===== config.mk =====
export PLATFORM = sky130hd
export DESIGN_NAME = mc_top
export DESIGN_NICKNAME = d
export VERILOG_FILES = /design/src/common/mc_pkg.sv /design/src/common/core_ctrl_if.sv /design/src/logic/mc_top.sv /design/src/display/debug_display.sv /design/src/datapath/core_datapath.sv /design/src/logic/phase_fsm.sv /design/src/logic/step_timer.sv
export VERILOG_INCLUDE_DIRS = /design/src /design/src/common
export SDC_FILE = /design/constraint.sdc
export NUM_CORES = 2
export LEC_CHECK = 0
export BUFFER_PORTS_ARGS = -buffer_cell sky130_fd_sc_hd__buf_4
export CAP_MARGIN = 20
export CORE_MARGIN = 4
export CORE_UTILIZATION = 58
export CTS_CLUSTER_SIZE = 8
export DETAILED_ROUTE_END_ITERATION = 6
export GPL_TIMING_DRIVEN = 0
export PLACE_DENSITY = 0.75
export SYNTH_ARGS = -nofsm -noshare
export SYNTH_HDL_FRONTEND = slang
export SYNTH_SLANG_ARGS = --single-unit
export TNS_END_PERCENT = 50

===== constraint.sdc =====
create_clock -name clk -period 5.9 [get_ports clk]
set_input_delay 1.18 -clock clk [delete_from_list [all_inputs] [get_ports clk]]
set_output_delay 1.18 -clock clk [all_outputs]
set_load 0.02 [all_outputs]

===== src/common/mc_defs.svh =====
`ifndef MC_DEFS_SVH
`define MC_DEFS_SVH

// Clock cycles per step
`define STEP_DIV_FAST 8
`define STEP_DIV_SLOW 32

// Clock cycles per display digit
`define SCAN_DIV 4

`define RESET_PC 32'h0000_0000

`define OPC_OP     7'b0110011
`define OPC_OPIMM  7'b0010011
`define OPC_LUI    7'b0110111
`define OPC_BRANCH 7'b1100011
`define OPC_JAL    7'b1101111

`endif

===== src/common/mc_pkg.sv =====
package mc_pkg;

	typedef logic [31:0] word_t;	// Data, instruction or address
	typedef logic [4:0]  reg_idx_t;
	typedef logic [6:0]  opcode_t;
	typedef logic [3:0]  disp_sel_t;	// Display code from sw[3:0]

	typedef enum logic [1:0] {
		ALU_ADD,
		ALU_SUB,
		ALU_PASS_B,	// LUI
		ALU_LINK	// JAL return address
	} alu_op_t;

	typedef enum logic [1:0] {
		FETCH,
		DECODE,
		EXEC,
		WB
	} phase_t;

endpackage


===== src/common/core_ctrl_if.sv =====
interface core_ctrl_if;

	logic fetch_en;
	logic decode_en;
	logic exec_en;
	logic wb_en;
	logic branch_taken;	// PC redirect decided in EXEC

	modport phase_fsm (
		output fetch_en,
		output decode_en,
		output exec_en,
		output wb_en,
		input  branch_taken
	);

	modport datapath (
		input  fetch_en,
		input  decode_en,
		input  exec_en,
		input  wb_en,
		output branch_taken
	);

endinterface


===== src/logic/mc_top.sv =====
module mc_top import mc_pkg::*; (
	input  logic        clk,
	input  logic        rstn,
	input  logic [15:0] sw_i,
	input  word_t       instr_i,
	output word_t       pc_o,
	output word_t       disp_data_o,
	output logic [7:0]  disp_seg_o,
	output logic [7:0]  disp_an_o
);

	logic     step;
	word_t    instr;
	word_t    alu;
	word_t    rs1_val;
	word_t    rs2_val;
	word_t    reg_val;
	reg_idx_t rs1;
	reg_idx_t rs2;

	core_ctrl_if ctrl ();

	step_timer i_step_timer (
		.clk    (clk),
		.rstn   (rstn),
		.slow_i (sw_i[15]),	// Slow stepping
		.step_o (step)
	);

	phase_fsm i_phase_fsm (
		.clk    (clk),
		.rstn   (rstn),
		.step_i (step),
		.ctrl   (ctrl.phase_fsm)
	);

	core_datapath i_core_datapath (
		.clk       (clk),
		.rstn      (rstn),
		.ctrl      (ctrl.datapath),
		.instr_i   (instr_i),
		.rd_sel_i  (sw_i[8:4]),
		.pc_o      (pc_o),
		.instr_o   (instr),
		.alu_o     (alu),
		.rs1_val_o (rs1_val),
		.rs2_val_o (rs2_val),
		.reg_val_o (reg_val),
		.rs1_o     (rs1),
		.rs2_o     (rs2)
	);

	debug_display i_debug_display (
		.clk         (clk),
		.rstn        (rstn),
		.sw_i        (sw_i),
		.instr_i     (instr),
		.pc_i        (pc_o),
		.alu_i       (alu),
		.rs1_val_i   (rs1_val),
		.rs2_val_i   (rs2_val),
		.reg_val_i   (reg_val),
		.rs1_i       (rs1),
		.rs2_i       (rs2),
		.disp_data_o (disp_data_o),
		.disp_seg_o  (disp_seg_o),
		.disp_an_o   (disp_an_o)
	);

endmodule


===== src/display/debug_display.sv =====
`include "mc_defs.svh"

module debug_display import mc_pkg::*; (
	input  logic        clk,
	input  logic        rstn,
	input  logic [15:0] sw_i,
	input  word_t       instr_i,
	input  word_t       pc_i,
	input  word_t       alu_i,
	input  word_t       rs1_val_i,
	input  word_t       rs2_val_i,
	input  word_t       reg_val_i,
	input  reg_idx_t    rs1_i,
	input  reg_idx_t    rs2_i,
	output word_t       disp_data_o,
	output logic [7:0]  disp_seg_o,
	output logic [7:0]  disp_an_o
);

	localparam int SCAN_W = $clog2(`SCAN_DIV);

	disp_sel_t         sel;
	logic [SCAN_W-1:0] scan_cnt;
	logic [2:0]        digit;
	logic [3:0]        nibble;

	assign sel = sw_i[3:0];

	always_comb begin
		case (sel)
			4'd0:    disp_data_o = instr_i;
			4'd1:    disp_data_o = pc_i;
			4'd2:    disp_data_o = {27'b0, rs1_i};
			4'd3:    disp_data_o = rs1_val_i;
			4'd4:    disp_data_o = {27'b0, rs2_i};
			4'd5:    disp_data_o = rs2_val_i;
			4'd6:    disp_data_o = alu_i;
			4'd7:    disp_data_o = reg_val_i;	// Register from sw[8:4]
			default: disp_data_o = {16'b0, sw_i};
		endcase
	end

	always_ff @(posedge clk, negedge rstn) begin
		if (!rstn) begin
			scan_cnt <= '0;
			digit    <= '0;
		end else if (scan_cnt == SCAN_W'(`SCAN_DIV - 1)) begin
			scan_cnt <= '0;
			digit    <= digit + 1'b1;
		end else begin
			scan_cnt <= scan_cnt + 1'b1;
		end
	end

	assign disp_an_o = ~(8'b1 << digit);	// Active low
	assign nibble    = disp_data_o[digit*4 +: 4];

	// Segments {dp,g,f,e,d,c,b,a}, active low
	always_comb begin
		case (nibble)
			4'h0:    disp_seg_o = 8'hC0;
			4'h1:    disp_seg_o = 8'hF9;
			4'h2:    disp_seg_o = 8'hA4;
			4'h3:    disp_seg_o = 8'hB0;
			4'h4:    disp_seg_o = 8'h99;
			4'h5:    disp_seg_o = 8'h92;
			4'h6:    disp_seg_o = 8'h82;
			4'h7:    disp_seg_o = 8'hF8;
			4'h8:    disp_seg_o = 8'h80;
			4'h9:    disp_seg_o = 8'h90;
			4'hA:    disp_seg_o = 8'h88;
			4'hB:    disp_seg_o = 8'h83;
			4'hC:    disp_seg_o = 8'hC6;
			4'hD:    disp_seg_o = 8'hA1;
			4'hE:    disp_seg_o = 8'h86;
			default: disp_seg_o = 8'h8E;
		endcase
	end

endmodule


===== src/datapath/core_datapath.sv =====
`include "mc_defs.svh"

module core_datapath import mc_pkg::*; (
	input  logic              clk,
	input  logic              rstn,
	core_ctrl_if.datapath     ctrl,
	input  word_t             instr_i,
	input  reg_idx_t          rd_sel_i,
	output word_t             pc_o,
	output word_t             instr_o,
	output word_t             alu_o,
	output word_t             rs1_val_o,
	output word_t             rs2_val_o,
	output word_t             reg_val_o,
	output reg_idx_t          rs1_o,
	output reg_idx_t          rs2_o
);

	word_t    pc;
	word_t    ir;
	word_t    rf [32];
	word_t    op_a;	// Operands latched in DECODE
	word_t    op_b;
	word_t    imm_q;
	word_t    imm;
	word_t    alu_b;
	word_t    alu_res;
	word_t    alu_q;
	word_t    target_q;
	opcode_t  opcode;
	reg_idx_t rd;
	alu_op_t  alu_op;
	logic     rd_write;

	assign opcode = ir[6:0];
	assign rd     = ir[11:7];
	assign rs1_o  = ir[19:15];
	assign rs2_o  = ir[24:20];

	// Immediate by format
	always_comb begin
		case (opcode)
			`OPC_LUI:    imm = {ir[31:12], 12'b0};
			`OPC_BRANCH: imm = {{20{ir[31]}}, ir[7], ir[30:25], ir[11:8], 1'b0};
			`OPC_JAL:    imm = {{12{ir[31]}}, ir[19:12], ir[20], ir[30:21], 1'b0};
			default:     imm = {{20{ir[31]}}, ir[31:20]};	// I type
		endcase
	end

	always_comb begin
		alu_b    = op_b;
		rd_write = 1'b1;
		case (opcode)
			`OPC_OP:    alu_op = ir[30] ? ALU_SUB : ALU_ADD;
			`OPC_OPIMM: begin
				alu_op = ALU_ADD;
				alu_b  = imm_q;
			end
			`OPC_LUI: begin
				alu_op = ALU_PASS_B;
				alu_b  = imm_q;
			end
			`OPC_JAL:   alu_op = ALU_LINK;
			default: begin
				alu_op   = ALU_SUB;	// BEQ compare
				rd_write = 1'b0;
			end
		endcase
	end

	always_comb begin
		case (alu_op)
			ALU_ADD:    alu_res = op_a + alu_b;
			ALU_SUB:    alu_res = op_a - alu_b;
			ALU_PASS_B: alu_res = alu_b;
			default:    alu_res = pc + 32'd4;
		endcase
	end

	always_ff @(posedge clk, negedge rstn) begin
		if (!rstn) begin
			pc                <= `RESET_PC;
			ir                <= '0;
			ctrl.branch_taken <= 1'b0;
			for (int i = 0; i < 32; i++) begin
				rf[i] <= '0;
			end
		end else begin
			if (ctrl.fetch_en) begin
				ir <= instr_i;
			end
			if (ctrl.exec_en) begin
				ctrl.branch_taken <= (opcode == `OPC_JAL) ||
					((opcode == `OPC_BRANCH) && (ir[14:12] == 3'b000) && (alu_res == '0));
			end
			if (ctrl.wb_en) begin
				if (rd_write && rd != '0) begin
					rf[rd] <= alu_q;
				end
				pc <= ctrl.branch_taken ? target_q : pc + 32'd4;
			end
		end
	end

	// Payload registers
	always_ff @(posedge clk) begin
		if (ctrl.decode_en) begin
			op_a  <= rf[rs1_o];
			op_b  <= rf[rs2_o];
			imm_q <= imm;
		end
		if (ctrl.exec_en) begin
			alu_q    <= alu_res;
			target_q <= pc + imm_q;
		end
	end

	assign pc_o      = pc;
	assign instr_o   = ir;
	assign alu_o     = alu_q;
	assign rs1_val_o = op_a;
	assign rs2_val_o = op_b;
	assign reg_val_o = rf[rd_sel_i];

	a_x0_zero: assert property (@(posedge clk) disable iff (!rstn)
		(rd_sel_i == '0) |-> (reg_val_o == '0));

endmodule


===== src/logic/phase_fsm.sv =====
module phase_fsm import mc_pkg::*; (
	input  logic              clk,
	input  logic              rstn,
	input  logic              step_i,
	core_ctrl_if.phase_fsm    ctrl
);

	phase_t state;
	phase_t state_next;

	always_comb begin
		case (state)
			FETCH:   state_next = DECODE;
			DECODE:  state_next = EXEC;
			EXEC:    state_next = WB;
			default: state_next = FETCH;
		endcase
	end

	always_ff @(posedge clk, negedge rstn) begin
		if (!rstn) begin
			state <= FETCH;
		end else if (step_i) begin
			state <= state_next;
		end
	end

	// Step strobe routed to the current phase
	assign ctrl.fetch_en  = step_i && (state == FETCH);
	assign ctrl.decode_en = step_i && (state == DECODE);
	assign ctrl.exec_en   = step_i && (state == EXEC);
	assign ctrl.wb_en     = step_i && (state == WB);

	a_en_onehot: assert property (@(posedge clk) disable iff (!rstn)
		$onehot0({ctrl.fetch_en, ctrl.decode_en, ctrl.exec_en, ctrl.wb_en}));

	a_en_on_step: assert property (@(posedge clk) disable iff (!rstn)
		(ctrl.fetch_en || ctrl.decode_en || ctrl.exec_en || ctrl.wb_en) |-> step_i);

endmodule


===== src/logic/step_timer.sv =====
`include "mc_defs.svh"

module step_timer (
	input  logic clk,
	input  logic rstn,
	input  logic slow_i,
	output logic step_o
);

	localparam int CNT_W = $clog2(`STEP_DIV_SLOW);

	logic [CNT_W-1:0] cnt;
	logic             slow_q;	// Rate in use for this period
	logic [CNT_W-1:0] last;

	assign last = slow_q ? CNT_W'(`STEP_DIV_SLOW - 1) : CNT_W'(`STEP_DIV_FAST - 1);

	always_ff @(posedge clk, negedge rstn) begin
		if (!rstn) begin
			cnt    <= '0;
			slow_q <= 1'b0;
			step_o <= 1'b0;
		end else if (cnt == last) begin
			cnt    <= '0;
			slow_q <= slow_i;	// New rate from the next period
			step_o <= 1'b1;
		end else begin
			cnt    <= cnt + 1'b1;
			step_o <= 1'b0;
		end
	end

	a_step_single: assert property (@(posedge clk) disable iff (!rstn)
		step_o |=> !step_o);

endmodule


==> results_dict.tcl <==
set metrics [dict create \
    crit_path_max_fanout 10 \
    path_delay_family "buffers and inverters" \
    p_per_area_nw_per_um2 224 \
    syn2layout_area_growth_pct 17.6 \
    cts_tree "yes" \
    setup_viol_count_final 12 \
    async_reset_ff_share_pct 87.3 \
    synth_top_cell_by_area "dfrtp_1" \
    synth_cell_type_count 82 \
    synth_ff_type "dfrtp_1" \
    reg2reg_from "i_core_datapath.rs2_val_o[0]" \
    overflow 0 \
    htreeDepth 4 \
    violations "DRC, capacitance limit, slew limit, setup timing" \
    clock-sinks 1263 \
    die_w_um 375 \
    place_congestion 1.17 \
    netlist.area_leader.share_pct 35.3 \
    firstDrtPassIters 7 \
    crit_chain "clkbuf_8 -> clkbuf_4 -> buf_8 -> clkbuf_8 -> buf_12 -> clkbuf_16 -> mux4_2 -> a22oi_2 -> a32oi_4 -> a21o_1 -> o211a_4 -> buf_4 -> ha_1 -> inv_2 -> mux2i_1 -> nor2_1 -> a21oi_2 -> buf_6" \
    yosysWarnings 0 \
    crit_slowest_cell "a22oi_2" \
    critPathBufInv 9 \
    finalHoldViolations 0 \
    mostFrequentLayoutCells "dfrtp_1 (1103), mux2_2 (1093), mux4_2 (936)" \
    via_count 64300 \
    grt_pass1_wl_mm 492 \
    rows 134 \
    min_period_over_period_pct 111 \
    first_iter_violations 12100 \
    final_util_pct 68.7 \
    cts_hold_buffers 0 \
    vdd_ir_drop_max_v 0.000308 \
    syn_area_um2 78100 \
    yosysSeqAreaShare_pct 41.5 \
    coreArea_um2 134000 \
    leakagePower_nw 39.9 \
    cp-startpoint "sw_i[6]" \
    finalCriticalPeriod_ns 6.56 \
    tightest_slew_ns 1.50 \
    die_h_um 375 \
    grt_max_degree 181 \
    run_status "finished with violations" \
    worstSkewPairLatency_ns 0.88 \
    required_ns 4.72 \
    initial_core_util_pct 58.5 \
    clkTransAtPathRegs_ns 0.05 \
    wl_per_cell_um 46.2 \
    syn_nets 5542 \
    layout_commonest_cell "dfrtp_1" \
    worstSetupStartpointType "primary input" \
    clockBufferDepth 3 \
    crit_type "primary input to primary output" \
    slew_violations 10 \
    cp_common_cell "clkbuf_8" \
    syn_area_per_cell_um2 14.4 \
    max_cap_viol_count 1 \
    rsz0062_at_grt "yes" \
    cp_slowest_stage_delay_ns 0.71 \
    numPortBuffers 123 \
    syn_inst 5410 \
    cts_made_buffers 177 \
    hold_path_class "primary input to async pin" \
    skew_ns 0.0490 \
    dieArea_um2 141000 \
    final.setup.worst_slack_ns -0.665 \
    grt_pass1_vias 62500 \
    drive_above_1_share_pct 48.0 \
    place_area_um2 83900 \
    crit_arrival_ns 5.38 \
    synthTopCellsByArea "dfrtp_1 (35%), mux4_2 (27%), mux2_2 (16%), edfxtp_1 (6.2%), clkbuf_1 (2.0%)" \
    routed_wl_mm 362 \
    viasPerCell 8.21 \
    ios 130 \
    fillerInstances 8886 \
    power_mw 20.6 \
    final_cell_area_um2 91800 \
    ant_nets 0 \
    whs_ns 0.396 \
    grtUsageTotal_pct 51.2 \
    max_freq_mhz 152 \
    slew_headroom_pct -0.0744 \
    drcViolationCount 278 \
    nets 6112 \
    dpl.hpwl_mm 257 \
    cts-root-buf "clkbuf_16" \
    ys_ff_latch 1263 \
    synth-edff-count 160 \
    critical_path.endpoint_type "primary output" \
    pre_cts_slack_ns -3.24 \
    antenna_found_initial 29 \
]
[Yosys cell counts (6+ instances only)]
cell type and instances:
dfrtp_1 1103, mux2_2 1096, mux4_2 936, clkbuf_1 410
nand2_1 220, edfxtp_1 160, a21oi_1 132, o21ai_0 129
nor2_1 102, buf_1 89, ha_1 80, mux2i_1 77
xnor2_1 76, inv_1 69, a22oi_1 64, nand3_1 55
nor3_1 55, buf_2 43, a21o_1 41, xor2_1 37
o22ai_1 27, and3_1 25, nor4_1 25, a222oi_1 21
nor2b_1 21, nand2b_1 20, o21a_1 18, or3_1 18
a211o_1 16, or4_1 15, and2_1 14, nand4_1 14
o31ai_1 14, a31oi_1 13, buf_4 13, a211oi_1 12
buf_6 11, a221oi_1 9, o211ai_1 9, o22a_1 7
o31a_1 7, nor4b_1 6, o221ai_1 6, or2_2 6
[flip-flops by register name, indices dropped and copies added, names as in the netlist]
register	flops
i_core_datapath.alu_o	32
i_core_datapath.imm_q	32
i_core_datapath.instr_o	32
i_step_timer.cnt	5
i_step_timer.step_o	1
i_debug_display.digit	3
i_core_datapath.pc_o	32
i_debug_display.scan_cnt	2
i_core_datapath.rs1_val_o	32
i_core_datapath.ctrl.branch_taken	1
i_core_datapath.rf	1024
i_phase_fsm.state	2
i_step_timer.slow_q	1
i_core_datapath.rs2_val_o	32
i_core_datapath.target_q	32
[final cells by class]
class | instances | area [µm²] | area share (%)
diodes | 29 | 72.6 | 0.0790
plain buffers | 560 | 3520 | 3.83
clock buffers | 221 | 4680 | 5.09
clock inverters | 13 | 255 | 0.278
inverters | 70 | 274 | 0.298
multi-input cells | 3511 | 43800 | 47.7
flip-flops and latches | 1263 | 32400 | 35.3
well taps | 1768 | 2210 | 2.41
repair buffers | 397 | 4600 | 5.01
[power by group]
part,internal (mW),switching [mW]
Clock,5.50,4.14
Combinational,0.694,1.40
Sequential,8.83,0.0278
Total,15.0,5.57
[worst paths after layout]
path | slack, ns | cells past startpoint | to
setup / recovery | -0.66 | 18 | disp_seg_o[3]
hold / removal | 0.40 | 1 | i_step_timer.cnt[4]
setup reg to reg | -0.46 | 20 | i_core_datapath.ctrl.branch_taken
hold reg to reg | 0.43 | 1 | i_debug_display.scan_cnt[0]
max in group asynchronous | 2.86 | 4 | i_core_datapath.rf[775]
min in group clk | 0.43 | 1 | i_debug_display.scan_cnt[0]
[kinds of logic after synthesis]
group                      share of synthesized area (%)
buffers and inverters                               3.29
AOI/OAI and AO/OA                                   4.90
DFF                                                 41.5
muxes                                               43.8
and+or+nand+nor                                     3.91
other                                            0.00480
adders and majority gates                           1.33
xor gates and xnor gates                            1.27
[per-layer routing]
metal	GRT usage, %	up-vias	routed length (µm)
li1	-	22600	-
met1	55.9	32200	108000
met2	67.2	7044	140000
met3	32.1	2485	66900
met4	45.5	46	44600
met5	14.4	-	2260
[per-stage QoR]
stage               std cells  TNS (ns)
floorplan                5410         0
global placement         7301         -
detailed placement       7443    -89.52
CTS                      7756     -2.22
global route             7814     -3.73
finish                   7832     -5.09
[what timing repair did]
item | in CTS | in global routing
endpoints found under the setup margin | 66 | 14
gates resized for setup | 365 | 30
endpoints found under the hold margin | 0 | 0
pin swaps | 34 | 13
cloned | 3 | 0
buffers inserted | 84 | 31
Power figures use the tool's default switching activity.
